$ cat src/verilog/icache_pkg.sv
/*
 * Instruction cache package
 * Cache geometry, address field widths, line and tag types, controller states
 */

package icache_pkg;

   ////////////////////
   // Geometry
   localparam int ADDR_W    = 32;                        // Fetch address width
   localparam int WORD_W    = 32;                        // Fetch data width
   localparam int LINE_W    = 128;                       // One refill beat per line
   localparam int NB_WAYS   = 4;
   localparam int WAY_IDX_W = $clog2(NB_WAYS);
   localparam int SET_W     = 4;                         // Set index is addr[7:4]
   localparam int NB_SETS   = 1 << SET_W;
   localparam int OFFS_LSB  = 4;                         // Byte offset inside a line
   localparam int TAG_W     = ADDR_W - SET_W - OFFS_LSB; // Tag is addr[31:8]

   // Replacement LFSR reset value, must not be zero
   localparam logic [7:0] LFSR_SEED = 8'hA5;

   ////////////////////
   // Types
   typedef logic [LINE_W/WORD_W-1:0][WORD_W-1:0] line_t;
   typedef logic [NB_WAYS-1:0]                   way_vec_t;
   typedef logic [SET_W-1:0]                     set_idx_t;
   typedef logic [TAG_W-1:0]                     tag_t;

   typedef enum logic [3:0]
   {
      DISABLED,       // Bypass mode, waiting for a fetch
      BYPASS_REFILL,  // Bypass fetch on the refill port
      BYPASS_WAIT,    // Bypass response pending
      FLUSH,          // Invalidate all sets
      IDLE,
      LOOKUP,         // Tag compare of the granted fetch
      WAIT_GNT,       // Miss refill waiting for grant
      WAIT_DONE       // Miss refill waiting for data
   } ctrl_state_e;

endpackage
$ cat src/verilog/icache_way_select.sv
/*
 * Victim way selection
 * First invalid way, else a way from an 8-bit LFSR
 */

`timescale 1ns/1ps

module icache_way_select
(
   input  logic                 clk,
   input  logic                 rst_n,
   input  icache_pkg::way_vec_t valid_vec_i,
   input  logic                 take_i,
   output icache_pkg::way_vec_t victim_way_o
);
   import icache_pkg::*;

   logic [7:0] lfsr_q;
   logic       feedback;
   way_vec_t   free_way;
   way_vec_t   lfsr_way;

   // Taps 8,6,5,4 give the maximal sequence
   assign feedback = lfsr_q[7] ^ lfsr_q[5] ^ lfsr_q[4] ^ lfsr_q[3];

   always_ff @(posedge clk or negedge rst_n)
   begin
      if (!rst_n)
         lfsr_q <= LFSR_SEED;
      else if (take_i)
         lfsr_q <= {lfsr_q[6:0], feedback};
   end

   // Lowest free way wins
   always_comb
   begin
      free_way = '0;
      for (int w = NB_WAYS-1; w >= 0; w--)
         if (!valid_vec_i[w])
            free_way = way_vec_t'(1) << w;
   end

   assign lfsr_way     = way_vec_t'(1) << lfsr_q[WAY_IDX_W-1:0];
   assign victim_way_o = (&valid_vec_i) ? lfsr_way : free_way;

endmodule

$ cat config.mk
export PLATFORM = sky130hd
export DESIGN_NAME = icache_way_select
export DESIGN_NICKNAME = d
export VERILOG_FILES = /design/src/verilog/icache_pkg.sv /design/src/verilog/icache_way_select.sv
export SDC_FILE = /design/constraint.sdc
export NUM_CORES = 1
export LEC_CHECK = 0
export BUFFER_PORTS_ARGS = -buffer_cell sky130_fd_sc_hd__buf_2
export CAP_MARGIN = 20
export CORE_AREA = 10 10 47 49
export DETAILED_ROUTE_END_ITERATION = 16
export DIE_AREA = 0 0 57 59
export SLEW_MARGIN = 10
export SYNTH_ARGS = -nofsm -noshare
export SYNTH_HDL_FRONTEND = slang
export SYNTH_SLANG_ARGS = --single-unit
$ cat constraint.sdc
create_clock -name clk -period 0.9 [get_ports clk]
set_input_delay 0.045 -clock clk [delete_from_list [all_inputs] [get_ports clk]]
set_output_delay 0.045 -clock clk [all_outputs]
set_load 0.005 [all_outputs]
==> impl_metrics.py <==
metrics = {
    "pwr": {
        "switching_part_of_the_total_pct": 29.6,
        "peakVddDrop_mv": 1.46,
        "share_clk_of_total_power_pct": 16.4,
        "p_int_mw": 1.17,
        "comb_power_share_pct": 38.1,
        "switchingPower_mw": 0.490,
        "power.leakage_nw": 0.228,
        "cellPowerDensity_mw_per_mm2": 3110,
        "seq_power_share_pct": 45.4,
        "p_total_mw": 1.66,
    },
    "floorplanning": {
        "num_rows": 14,
        "design.die.area_mm2": 0.00336,
        "fp.coreArea_mm2": 0.00140,
        "effective_utilization_at_floorplan_pct": 27.9,
        "ioPinCount": 11,
        "floorplan.die.height_um": 59,
        "floorplan.die.width_um": 57,
    },
    "synth": {
        "async_reset_ff_share_pct": 100,
        "synth_top_flop_cell": "dfstp_2",
        "syn-instance-count": 33,
        "count_of_flip_flops_with_a_built_in_enable_after_synthesis": 0,
        "ranking_of_synthesized_cells_by_area": "dfstp_2 (27%), dfrtp_1 (26%), mux2_2 (12%), mux2_1 (8.7%), xnor2_1 (6.7%)",
        "synth.cell_area_um2": 390,
        "share_of_the_synthesized_area_in_the_top_cell_type_pct": 26.9,
        "synth_seq_cells": 8,
        "yosysSeqAreaShare_pct": 52.6,
        "synth_area_per_cell_um2": 11.8,
        "dominant_cell_type_by_area_after_synthesis": "dfstp_2",
        "synth-warning-count": 0,
        "postSynthNetCount": 40,
        "synthDistinctLibCells": 12,
        "synth_commonest_cells": "dfrtp_1 (4), dfstp_2 (4), mux2_2 (4), nand2_1 (4)",
    },
    "global_routing": {
        "largest_net_degree_at_the_start_of_global_routing": 10,
        "number_of_antenna_violations_at_the_first_check_in_global_routing": 0,
        "first_global_vias": 322,
        "grt.overflow.total": 0,
        "grt_pass1_wl_um": 1320,
        "groute.usage.overall_pct": 4.97,
    },
    "timing": {
        "finalClockSkew_ns": 0.00392,
        "hold_viol": 0,
        "timing.final.setup_violations": 6,
        "max_slew.worst_pin.slew_ns": 0.186,
        "timing.max_slew.rel_slack_pct": 87.6,
        "post-route-min-period_ns": 1.18,
        "timing.setup.tns_ns": -1.07,
        "final_max_slew_viol_count": 0,
        "max_freq_ghz": 0.849,
        "final.setup.worst_slack_ns": -0.278,
        "fin_crit_sh_pct": 131,
        "grt_setup_unrepaired": "true",
    },
    "outcome": {
        "outcome": "complete, but fails checks",
        "violated_checks": "negative setup slack",
    },
    "cells_and_area": {
        "layout.filler_cells": 151,
        "nNetsFinal": 58,
        "antenna_cells_inserted": 0,
        "area_delta_synth_final_pct": 36.5,
        "registers.top_by_ff_count": "lfsr_q",
        "biggestRegsByFlops": "lfsr_q x8",
        "largest_reg_flops": 8,
        "drive_gt1_share_pct": 63.3,
        "multi_input_comb_area_um2": 203,
        "ff_latch_area_um2": 205,
        "fin_util_pct": 38.0,
    },
    "setup_path": {
        "critical-path-max-stage-delay_ns": 0.56,
        "crit_slowest_cell": "dfstp_2",
        "critical_path.cell_chain": "nand3_2 > a21boi_2 > buf_2",
        "end_kind": "primary output",
        "cpLargestDelayFamily": "flip-flops",
        "worst_setup_path_start_kind": "flop",
        "arrival_ns": 1.13,
        "critical_path.n_buffers_inverters": 1,
        "crit_path_max_fanout": 4,
        "setup.worst_path.class": "flop to primary output",
        "cp_data_required_time_ns": 0.85,
    },
    "clock_network": {
        "clk_root_buffer_cell": "clkbuf_4",
        "htree_depth": 1,
        "cts-root-to-sink-buffers": 2,
        "cts_made_buffers": 3,
        "cts_tree": "yes",
        "clk_transition_reported_paths_ns": 0.05,
        "clock_latency_ns": 0.25,
        "clock-sinks": 8,
    },
    "drt": {
        "detail_route.vias_per_cell": 4.62,
        "drt-total-wl_um": 778,
        "average_routed_wire_per_standard_cell_um": 12.0,
        "first_pass_iters": 1,
        "route.detailed.drc": 0,
        "drtAntennaViolNets": 0,
        "first_iter_violations": 0,
        "vias": 300,
    },
    "hold_path": {
        "worstHoldPathType": "primary input to flop",
    },
    "run": {
        "maxCapViolCount": 0,
    },
    "place": {
        "globalplace.congestion": 0.682,
        "hpwl_um": 540,
        "portBuffers": 10,
    },
}
==> repair_timing <==
action                                  in CTS  in global routing
buffers inserted                             2                  0
pin swaps                                    7                  1
hold buffers                                 1                  0
endpoints found under the hold margin        8                  0
endpoints found under the setup margin       6                  7
gates resized for setup                      3                  3
==> per-layer routing <==
metal	wire [µm]	part of all wire, %	track usage [%]	vias to the layer above
met5	0	0	0	-
met4	0	0	4.03	0
met3	77	9.9	3.00	0
met2	372	48	7.13	12
met1	328	42	5.10	141
li1	-	-	-	147
==> power by group through the flow <==
stage,logic (mW),clock network [mW],registers (mW)
after CTS,0.624,0.288,0.752
final,0.632,0.273,0.753
after global placement,0.520,0,0.757
after floorplan,0.411,0,0.741
after global routing,0.690,0.306,0.787
after detailed placement,0.532,0,0.760
==> worst paths after layout <==
path                       cells after the start         endpoint  slack, ns  startpoint
setup reg to reg                               3        lfsr_q[0]      -0.04   lfsr_q[7]
hold / removal                                 2        lfsr_q[0]       0.08      take_i
min in group asynchronous                      2        lfsr_q[6]       0.15       rst_n
max in group asynchronous                      2        lfsr_q[2]       0.51       rst_n
setup / recovery                               3  victim_way_o[1]      -0.28   lfsr_q[0]
hold reg to reg                                1        lfsr_q[7]       0.50   lfsr_q[6]
==> per-stage QoR <==
stage / hold WS [ns] / instances / instance area, µm² / setup slack [ns]
floorplan: -0.251 / 33 / 398 / -0.0130
global placement: -0.107 / 59 / 464 / -0.0313
detailed placement: -0.109 / 59 / 464 / -0.0444
CTS: 0.0730 / 65 / 522 / -0.284
global route: 0.104 / 65 / 533 / -0.339
finish: 0.0806 / 65 / 533 / -0.278
==> placed cells by master, fill, tap and decap left out, drive strengths merged <==
| cell | netlist | routed |
|---|---|---|
| nand2 | 4 | 4 |
| clkbuf | 0 | 3 |
| mux2 | 7 | 7 |
| xnor2 | 3 | 3 |
| a21oi | 3 | 3 |
| dlygate4sd3 | 0 | 1 |
| dfstp | 4 | 4 |
| nor2b | 2 | 2 |
| a21boi | 1 | 1 |
| dfrtp | 4 | 4 |
| nor2 | 1 | 1 |
| nand3 | 3 | 3 |
| buf | 1 | 13 |
==> worst reg2reg max path: stages (launching register included) <==
cell	delay (ns)
dfstp_2	0.55
xnor2_2	0.11
xnor2_1	0.13
a21oi_1	0.08
==> cell families (layout without fill, tap and decap cells) <==
family,count (synthesis),count (layout),synth area share [%]
AOI/OAI and AO/OA,4,4,5.77
xor gates and xnor gates,3,3,6.73
buffers and inverters,1,17,2.88
DFF,8,8,52.6
muxes,7,7,20.2
and+or+nand+nor,10,10,11.9
==> layout make-up <==
cell class,instances,share of cell area [%]
sequential,8,38.5
tap,16,3.76
clock buffer,3,4.23
timing repair buffer,14,15.5
multi-input combinational,24,38.0
(Power assumes the default switching activity.)
