$ cat src/verilog/icache_pkg.sv
/*
 * Instruction cache package
 * Cache geometry, address field widths, line and tag types, controller states
 */

package icache_pkg;

   ////////////////////
   // Geometry
   localparam int ADDR_W    = 32;                        // Fetch address width
   localparam int WORD_W    = 32;                        // Fetch data width
   localparam int LINE_W    = 128;                       // One refill beat per line
   localparam int NB_WAYS   = 4;
   localparam int WAY_IDX_W = $clog2(NB_WAYS);
   localparam int SET_W     = 4;                         // Set index is addr[7:4]
   localparam int NB_SETS   = 1 << SET_W;
   localparam int OFFS_LSB  = 4;                         // Byte offset inside a line
   localparam int TAG_W     = ADDR_W - SET_W - OFFS_LSB; // Tag is addr[31:8]

   // Replacement LFSR reset value, must not be zero
   localparam logic [7:0] LFSR_SEED = 8'hA5;

   ////////////////////
   // Types
   typedef logic [LINE_W/WORD_W-1:0][WORD_W-1:0] line_t;
   typedef logic [NB_WAYS-1:0]                   way_vec_t;
   typedef logic [SET_W-1:0]                     set_idx_t;
   typedef logic [TAG_W-1:0]                     tag_t;

   typedef enum logic [3:0]
   {
      DISABLED,       // Bypass mode, waiting for a fetch
      BYPASS_REFILL,  // Bypass fetch on the refill port
      BYPASS_WAIT,    // Bypass response pending
      FLUSH,          // Invalidate all sets
      IDLE,
      LOOKUP,         // Tag compare of the granted fetch
      WAIT_GNT,       // Miss refill waiting for grant
      WAIT_DONE       // Miss refill waiting for data
   } ctrl_state_e;

endpackage
$ cat src/verilog/icache_if.sv
/*
 * Internal cache ports
 * tag_port_if  : controller to tag array
 * data_port_if : controller to data array
 */

`timescale 1ns/1ps

interface tag_port_if;
   import icache_pkg::*;

   logic                 req;       // Read, or write when we is set
   logic                 we;
   set_idx_t             set;
   way_vec_t             wr_way;    // All ones with zero tag clears the set
   tag_t                 wr_tag;    // Also the compare tag of a read
   logic                 hit;
   logic [WAY_IDX_W-1:0] hit_way;
   way_vec_t             valid_vec;

   modport ctrl
   (
      output req, we, set, wr_way, wr_tag,
      input  hit, hit_way, valid_vec
   );

   modport array
   (
      input  req, we, set, wr_way, wr_tag,
      output hit, hit_way, valid_vec
   );
endinterface

interface data_port_if;
   import icache_pkg::*;

   logic     rd_en;
   set_idx_t rd_set;
   logic     wr_en;
   way_vec_t wr_way;   // One-hot
   set_idx_t wr_set;
   line_t    wr_line;

   modport ctrl  (output rd_en, rd_set, wr_en, wr_way, wr_set, wr_line);
   modport array (input  rd_en, rd_set, wr_en, wr_way, wr_set, wr_line);
endinterface

$ cat src/verilog/icache_ctrl.sv
/*
 * Instruction cache controller
 * Fetch, lookup, miss refill, bypass and full flush FSM
 */

`timescale 1ns/1ps

module icache_ctrl
(
   input  logic                          clk,
   input  logic                          rst_n,
   input  logic                          fetch_req_i,
   input  logic [icache_pkg::ADDR_W-1:0] fetch_addr_i,
   output logic                          fetch_gnt_o,
   output logic                          fetch_rvalid_o,
   output logic [icache_pkg::WORD_W-1:0] fetch_rdata_o,
   output logic                          refill_req_o,
   output logic [icache_pkg::ADDR_W-1:0] refill_addr_o,
   input  logic                          refill_gnt_i,
   input  logic                          refill_rvalid_i,
   input  icache_pkg::line_t             refill_rdata_i,
   input  logic                          bypass_i,
   input  logic                          flush_i,
   output logic                          is_bypassed_o,
   output logic                          is_flushed_o,
   tag_port_if.ctrl                      tag_p,
   data_port_if.ctrl                     data_p,
   input  icache_pkg::way_vec_t          victim_way_i,
   output logic                          victim_take_o,
   input  icache_pkg::line_t             line_rdata_i
);
   import icache_pkg::*;

   ctrl_state_e              state_q, state_d;
   logic [ADDR_W-1:0]        addr_q;       // Address of the fetch in flight
   way_vec_t                 way_q;        // Way picked for the refill
   set_idx_t                 flush_cnt_q;
   logic                     miss;
   logic [OFFS_LSB-3:0]      word_sel;

   assign miss     = (state_q == LOOKUP) && !tag_p.hit;
   assign word_sel = addr_q[OFFS_LSB-1:2];

   ////////////////////
   // State and counters
   always_ff @(posedge clk or negedge rst_n)
   begin
      if (!rst_n)
      begin
         state_q     <= DISABLED;
         flush_cnt_q <= '0;
      end
      else
      begin
         state_q <= state_d;
         if (state_q == FLUSH)
            flush_cnt_q <= flush_cnt_q + 1'b1;  // Wraps back to 0 on exit
      end
   end

   always_ff @(posedge clk)
   begin
      if (fetch_req_i && fetch_gnt_o)
         addr_q <= fetch_addr_i;
      if (miss)
         way_q <= victim_way_i;
   end

   ////////////////////
   // Next state and port control
   always_comb
   begin
      state_d        = state_q;
      fetch_gnt_o    = 1'b0;
      fetch_rvalid_o = 1'b0;
      refill_req_o   = 1'b0;
      refill_addr_o  = {addr_q[ADDR_W-1:OFFS_LSB], {OFFS_LSB{1'b0}}};
      is_bypassed_o  = 1'b0;
      is_flushed_o   = 1'b0;
      victim_take_o  = 1'b0;

      // Lookup reads use the incoming address
      tag_p.req      = 1'b0;
      tag_p.we       = 1'b0;
      tag_p.set      = fetch_addr_i[OFFS_LSB +: SET_W];
      tag_p.wr_way   = way_q;
      tag_p.wr_tag   = fetch_addr_i[OFFS_LSB+SET_W +: TAG_W];
      data_p.rd_en   = 1'b0;
      data_p.rd_set  = fetch_addr_i[OFFS_LSB +: SET_W];
      data_p.wr_en   = 1'b0;
      data_p.wr_way  = way_q;
      data_p.wr_set  = addr_q[OFFS_LSB +: SET_W];
      data_p.wr_line = refill_rdata_i;

      case (state_q)
         DISABLED:
         begin
            is_bypassed_o = 1'b1;
            if (bypass_i)
            begin
               fetch_gnt_o = fetch_req_i;     // Straight to the refill port
               if (fetch_req_i)
                  state_d = BYPASS_REFILL;
            end
            else
               state_d = FLUSH;               // Enabling the cache
         end

         BYPASS_REFILL:
         begin
            is_bypassed_o = 1'b1;
            refill_req_o  = 1'b1;
            refill_addr_o = addr_q;           // Unaligned fetch address
            if (refill_gnt_i)
               state_d = BYPASS_WAIT;
         end

         BYPASS_WAIT:
         begin
            is_bypassed_o  = 1'b1;
            fetch_rvalid_o = refill_rvalid_i;
            if (refill_rvalid_i)
               state_d = DISABLED;
         end

         FLUSH:
         begin
            tag_p.req    = 1'b1;
            tag_p.we     = 1'b1;
            tag_p.set    = flush_cnt_q;
            tag_p.wr_way = '1;
            tag_p.wr_tag = '0;
            if (flush_cnt_q == set_idx_t'(NB_SETS-1))
            begin
               is_flushed_o = 1'b1;
               state_d      = IDLE;
            end
         end

         IDLE:
         begin
            if (bypass_i)
               state_d = DISABLED;
            else if (flush_i)
               state_d = FLUSH;
            else
            begin
               fetch_gnt_o  = fetch_req_i;
               tag_p.req    = fetch_req_i;
               data_p.rd_en = fetch_req_i;
               if (fetch_req_i)
                  state_d = LOOKUP;
            end
         end

         LOOKUP:
         begin
            if (tag_p.hit)
            begin
               fetch_rvalid_o = 1'b1;
               // Back-to-back hits, unless a mode change is pending
               fetch_gnt_o    = fetch_req_i && !(bypass_i || flush_i);
               tag_p.req      = fetch_gnt_o;
               data_p.rd_en   = fetch_gnt_o;
               state_d        = fetch_gnt_o ? LOOKUP : IDLE;
            end
            else
            begin
               refill_req_o  = 1'b1;
               victim_take_o = &tag_p.valid_vec;  // Random victim used
               state_d       = refill_gnt_i ? WAIT_DONE : WAIT_GNT;
            end
         end

         WAIT_GNT:
         begin
            refill_req_o = 1'b1;
            if (refill_gnt_i)
               state_d = WAIT_DONE;
         end

         WAIT_DONE:
         begin
            fetch_rvalid_o = refill_rvalid_i;
            // Line and tag written with the response beat
            tag_p.req      = refill_rvalid_i;
            tag_p.we       = 1'b1;
            tag_p.set      = addr_q[OFFS_LSB +: SET_W];
            tag_p.wr_tag   = addr_q[OFFS_LSB+SET_W +: TAG_W];
            data_p.wr_en   = refill_rvalid_i;
            if (refill_rvalid_i)
               state_d = IDLE;
         end

         default: state_d = DISABLED;
      endcase
   end

   ////////////////////
   // Returned word
   always_comb
   begin
      case (state_q)
         LOOKUP:      fetch_rdata_o = line_rdata_i[word_sel];
         BYPASS_WAIT: fetch_rdata_o = refill_rdata_i[0];  // Refill port returns the word in lane 0
         default:     fetch_rdata_o = refill_rdata_i[word_sel];
      endcase
   end

endmodule

$ cat src/flat_wrapper.sv
// flat-port wrapper written by rule: the top's interface ports become plain ports
module icache_ctrl_flat import icache_pkg::*;
  (clk, rst_n, fetch_req_i, fetch_addr_i, fetch_gnt_o, fetch_rvalid_o, fetch_rdata_o, refill_req_o, refill_addr_o, refill_gnt_i, refill_rvalid_i, refill_rdata_i, bypass_i, flush_i, is_bypassed_o, is_flushed_o, victim_way_i, victim_take_o, line_rdata_i, tag_p_req, tag_p_we, tag_p_set, tag_p_wr_way, tag_p_wr_tag, tag_p_hit, tag_p_hit_way, tag_p_valid_vec, data_p_rd_en, data_p_rd_set, data_p_wr_en, data_p_wr_way, data_p_wr_set, data_p_wr_line);
  tag_port_if tag_p_i ();
  data_port_if data_p_i ();
  input  logic clk;
  input  logic rst_n;
  input  logic fetch_req_i;
  input  logic [icache_pkg::ADDR_W-1:0] fetch_addr_i;
  output logic fetch_gnt_o;
  output logic fetch_rvalid_o;
  output logic [icache_pkg::WORD_W-1:0] fetch_rdata_o;
  output logic refill_req_o;
  output logic [icache_pkg::ADDR_W-1:0] refill_addr_o;
  input  logic refill_gnt_i;
  input  logic refill_rvalid_i;
  input  icache_pkg::line_t refill_rdata_i;
  input  logic bypass_i;
  input  logic flush_i;
  output logic is_bypassed_o;
  output logic is_flushed_o;
  input  icache_pkg::way_vec_t victim_way_i;
  output logic victim_take_o;
  input  icache_pkg::line_t line_rdata_i;
  output wire logic [$bits(tag_p_i.req)-1:0] tag_p_req;
  output wire logic [$bits(tag_p_i.we)-1:0] tag_p_we;
  output wire logic [$bits(tag_p_i.set)-1:0] tag_p_set;
  output wire logic [$bits(tag_p_i.wr_way)-1:0] tag_p_wr_way;
  output wire logic [$bits(tag_p_i.wr_tag)-1:0] tag_p_wr_tag;
  input wire logic [$bits(tag_p_i.hit)-1:0] tag_p_hit;
  input wire logic [$bits(tag_p_i.hit_way)-1:0] tag_p_hit_way;
  input wire logic [$bits(tag_p_i.valid_vec)-1:0] tag_p_valid_vec;
  output wire logic [$bits(data_p_i.rd_en)-1:0] data_p_rd_en;
  output wire logic [$bits(data_p_i.rd_set)-1:0] data_p_rd_set;
  output wire logic [$bits(data_p_i.wr_en)-1:0] data_p_wr_en;
  output wire logic [$bits(data_p_i.wr_way)-1:0] data_p_wr_way;
  output wire logic [$bits(data_p_i.wr_set)-1:0] data_p_wr_set;
  output wire logic [$bits(data_p_i.wr_line)-1:0] data_p_wr_line;
  assign tag_p_req = tag_p_i.req;
  assign tag_p_we = tag_p_i.we;
  assign tag_p_set = tag_p_i.set;
  assign tag_p_wr_way = tag_p_i.wr_way;
  assign tag_p_wr_tag = tag_p_i.wr_tag;
  assign tag_p_i.hit = tag_p_hit;
  assign tag_p_i.hit_way = tag_p_hit_way;
  assign tag_p_i.valid_vec = tag_p_valid_vec;
  assign data_p_rd_en = data_p_i.rd_en;
  assign data_p_rd_set = data_p_i.rd_set;
  assign data_p_wr_en = data_p_i.wr_en;
  assign data_p_wr_way = data_p_i.wr_way;
  assign data_p_wr_set = data_p_i.wr_set;
  assign data_p_wr_line = data_p_i.wr_line;
  icache_ctrl u_core (.clk(clk), .rst_n(rst_n), .fetch_req_i(fetch_req_i), .fetch_addr_i(fetch_addr_i), .fetch_gnt_o(fetch_gnt_o), .fetch_rvalid_o(fetch_rvalid_o), .fetch_rdata_o(fetch_rdata_o), .refill_req_o(refill_req_o), .refill_addr_o(refill_addr_o), .refill_gnt_i(refill_gnt_i), .refill_rvalid_i(refill_rvalid_i), .refill_rdata_i(refill_rdata_i), .bypass_i(bypass_i), .flush_i(flush_i), .is_bypassed_o(is_bypassed_o), .is_flushed_o(is_flushed_o), .tag_p(tag_p_i), .data_p(data_p_i), .victim_way_i(victim_way_i), .victim_take_o(victim_take_o), .line_rdata_i(line_rdata_i));
endmodule
$ cat config.mk
export PLATFORM = sky130hd
export DESIGN_NAME = icache_ctrl_flat
export DESIGN_NICKNAME = d
export VERILOG_FILES = /design/src/verilog/icache_pkg.sv /design/src/verilog/icache_if.sv /design/src/verilog/icache_ctrl.sv /design/src/flat_wrapper.sv
export SDC_FILE = /design/constraint.sdc
export NUM_CORES = 1
export LEC_CHECK = 0
export BUFFER_PORTS_ARGS = -buffer_cell sky130_fd_sc_hd__buf_2
export CORE_AREA = 2 2 216 218
export DETAILED_ROUTE_END_ITERATION = 6
export DIE_AREA = 0 0 218 220
export HOLD_SLACK_MARGIN = 0.03
export PLACE_DENSITY_LB_ADDON = 0.08
export SLEW_MARGIN = 20
export SYNTH_ARGS = -nofsm -noshare
export SYNTH_HDL_FRONTEND = slang
export SYNTH_SLANG_ARGS = --single-unit
$ cat constraint.sdc
create_clock -name clk -period 2.3 [get_ports clk]
set_clock_uncertainty 0.2 [all_clocks]
set_input_delay 0.345 -clock clk [delete_from_list [all_inputs] [get_ports clk]]
set_output_delay 0.345 -clock clk [all_outputs]
set_load 0.02 [all_outputs]
==> flow_summary.toml <==
[status]
status = "finished, violations left"
violations = "negative setup slack"

[routing]
wirelength_um = 35640
vias = 6201
drt_iter0_drc = 193
antenna_left = 0
wl_per_cell_um = 21.87
first_pass_iters = 4
drc_errors = 0
via_per_inst = 3.804

[cts]
insertion_delay_ns = 0.30
numCtsBuffers = 5
clk_pin_slew_ns = 0.06
clock_sinks = 43
h-tree-depth = 2
cts_buffer_depth = 2
root_buffer = "clkbuf_16"
cts_tree = "built"

[cells_and_area]
layout.cells.non_filler = 1630
fin_util_pct = 20.85
syn_to_final_growth_pct = 75.05
final_cell_area_sq_um = 9560
n_fill_cell = 5167
drive_gt1_share_pct = 73.87
nets = 1320

[worst_setup_path]
r2r_slack_ns = 0.04
crit_start = "u_core.addr_q[2]"
crit_cells = 7
crit_family = "buffers and inverters"
end_kind = "primary output"
cpPeakStageDelay_ns = 0.48
worst-path-max-fanout = 8
critPathLaunchType = "register"
path_class = "reg2out"
ff2ff_path_depth = 9
cp_cell_sequence = "buf_6 > buf_12 > clkbuf_16 > mux4_2 > a22oi_1 > nand2_1 > buf_2"
cp.required_ns = 1.75
cp.arrival_ns = 2.04
cp_slowest_cell = "mux4_2"
r2r_start = "u_core.state_q[0]"
path_buf_inv = 4
r2r_end = "u_core.state_q[0]"

[sta]
max_freq_mhz = 387.2
rsz0062_at_grt = "true"
slew-limit-headroom_pct = 74.16
min_period_over_period_pct = 112.3
drv_slew = 0
hold_viol_final = 0
finalWorstSetupSlack_ns = -0.2825
tightest_slew_ns = 0.3877
setup_viol = 32
post-route-min-period_ns = 2.582

[yosys]
synthArstFlopShare_pct = 16.28
ys_ff_latch = 43
synth_nets = 863
synth.avg_cell_area_sq_um = 9.823
synth_area_sq_um = 5461
ys.flop_type = "edfxtp_1"
yosysWarnings = 0
synth-edff-count = 36
synth_cell_type_count = 44
seq_area_frac_synth_pct = 23.00
syn_inst = 556

[power]
seqPwrFrac_pct = 12.8
p_leak_nw = 4.498
internal_power_w = 0.004676
ir_drop_mv = 0.7050
pwr-share-comb_pct = 79.0
power_switching_w = 0.004221
p_clk_share_pct = 8.2
swShare_pct = 47.44
p_per_area_nw_per_um2 = 930.6

[place]
io_buffers = 549
dp_hpwl_um = 28320
gp_congestion = 0.8284
dpl.cell_count = 1550
dpl_cell_area_sq_um = 8000
pre_cts_slack_ns = -0.1483

[global_routing]
gr-usage-met3_pct = 4.914
grt_pass1_wl_um = 46220
track_usage_pct = 13.45
first_global_vias = 6418
grt_max_degree = 34
use_met1_pct = 14.48
met2_usage_pct = 24.79
antenna_found_initial = 13
top_usage_layer = "met2"
grt_remaining_overflow = 0

[min_path]
hold_end = "u_core.addr_q[4]"
whs_path_depth = 1
hold_path.class = "in2reg"
holdCritStartpoint = "fetch_addr_i[4]"

[floorplanning]
placementRows = 79
die_w_um = 218
start_util_pct = 11.91
core_area_sq_um = 45860
dieArea_sq_um = 47960
io_pins = 552
die_h_um = 220

[job]
maxCapViolCount = 0
## how the worst max path moves through the flow
stage / to / slack, ns
2_1_floorplan: u_core.addr_q[0] / 0.07
3_5_place_dp: fetch_rdata_o[28] / -0.15
5_1_grt: fetch_rdata_o[8] / -0.41
4_1_cts: fetch_rdata_o[24] / -0.34
3_3_place_gp: fetch_rdata_o[12] / -0.15
6_report: fetch_rdata_o[26] / -0.28
## final cells by class
| cell class | instances | area (sq um) | area share, % |
|---|---|---|---|
| flip-flops and latches | 43 | 1257 | 13.15 |
| clock inverters | 2 | 7.507 | 0.07852 |
| well taps | 607 | 759.5 | 7.944 |
| clock buffers | 6 | 128.9 | 1.348 |
| diodes | 9 | 22.52 | 0.2356 |
| repair buffers | 651 | 4350 | 45.50 |
| multi-input cells | 309 | 2998 | 31.36 |
| inverters | 3 | 36.28 | 0.3795 |
## sequential cells by signal, indices dropped and copies added, names as in the netlist
name / count
u_core.addr_q: 32
u_core.data_p.wr_way: 4
u_core.flush_cnt_q: 4
u_core.state_q: 3
## power groups by stage
stage / combinational, W / sequential (W) / clock, W
floorplan: 0.00330 / 0.00112 / 0
global placement: 0.00540 / 0.00115 / 0
detailed placement: 0.00538 / 0.00114 / 0
CTS: 0.00627 / 0.00113 / 0.000790
global route: 0.00753 / 0.00116 / 0.000808
finish: 0.00703 / 0.00114 / 0.000733
## cells in the final DEF (no fill, tap or decap), types with 6 or more instances in the layout
| cell type | count |
|---|---|
| mux4_2 | 63 |
| a22oi_1 | 27 |
| nand3_1 | 7 |
| dfrtp_1 | 6 |
| nor2_1 | 7 |
| buf_4 | 33 |
| diode_2 | 9 |
| nand2_1 | 104 |
| nand3_2 | 18 |
| buf_12 | 19 |
| buf_2 | 505 |
| dlygate4sd3_1 | 35 |
| clkbuf_16 | 12 |
| mux2i_1 | 6 |
| buf_6 | 47 |
| edfxtp_1 | 36 |
| nand2_2 | 15 |
## cell usage after synthesis (4+ instances only)
library cell | instances | area, sq um
a22oi_1 | 32 | 240.2
and2_1 | 4 | 25.02
buf_1 | 5 | 18.77
buf_2 | 10 | 50.05
buf_4 | 165 | 1239
buf_6 | 6 | 67.56
clkbuf_1 | 15 | 56.30
dfrtp_1 | 7 | 175.2
edfxtp_1 | 36 | 1081
mux2i_1 | 6 | 60.06
mux4_2 | 63 | 1419
nand2_1 | 120 | 450.4
nand3_1 | 25 | 125.1
nor2_1 | 7 | 26.28
nor2b_1 | 7 | 43.79
o21ai_0 | 8 | 40.04
or2_2 | 4 | 25.02
## through the flow
stage                     setup TNS [ns]  hold WS [ns]  total power, W
after floorplan                        0       -0.1506        0.004417
after global placement            -2.466       0.01894        0.006548
after detailed placement          -2.649       0.01322        0.006522
after CTS                         -9.489       0.03000        0.008188
after global routing              -13.07       0.03651        0.009500
final                             -7.889       0.04804        0.008897
## routing by layer
layer | wire length (um) | part of all wire, % | up-vias
li1 | - | - | 2789
met1 | 12990 | 36 | 3024
met2 | 18470 | 52 | 351
met3 | 3537 | 9.9 | 37
met4 | 651 | 1.8 | 0
met5 | 0 | 0 | -
## what timing repair did
item                                    in CTS  in global routing
hold buffers                                35                  0
setup buffers                                8                  9
resized for setup                           44                138
hold endpoints to repair                    41                  0
gates cloned                                 4                  8
pin swaps                                   12                 33
endpoints found under the setup margin      76                 66
## cell families (layout without fill, tap and decap cells)
group	count (synthesis)	after routing	share of synthesized area, %
buffers and inverters	204	662	26.41
and+or+nand+nor	179	179	14.41
muxes	73	73	28.18
AOI/OAI and AO/OA	53	53	7.285
DFF	43	43	23.00
xor gates and xnor gates	3	3	0.4812
adders and majority gates	1	1	0.2291
other	0	9	0
(Power assumes the default switching activity.)
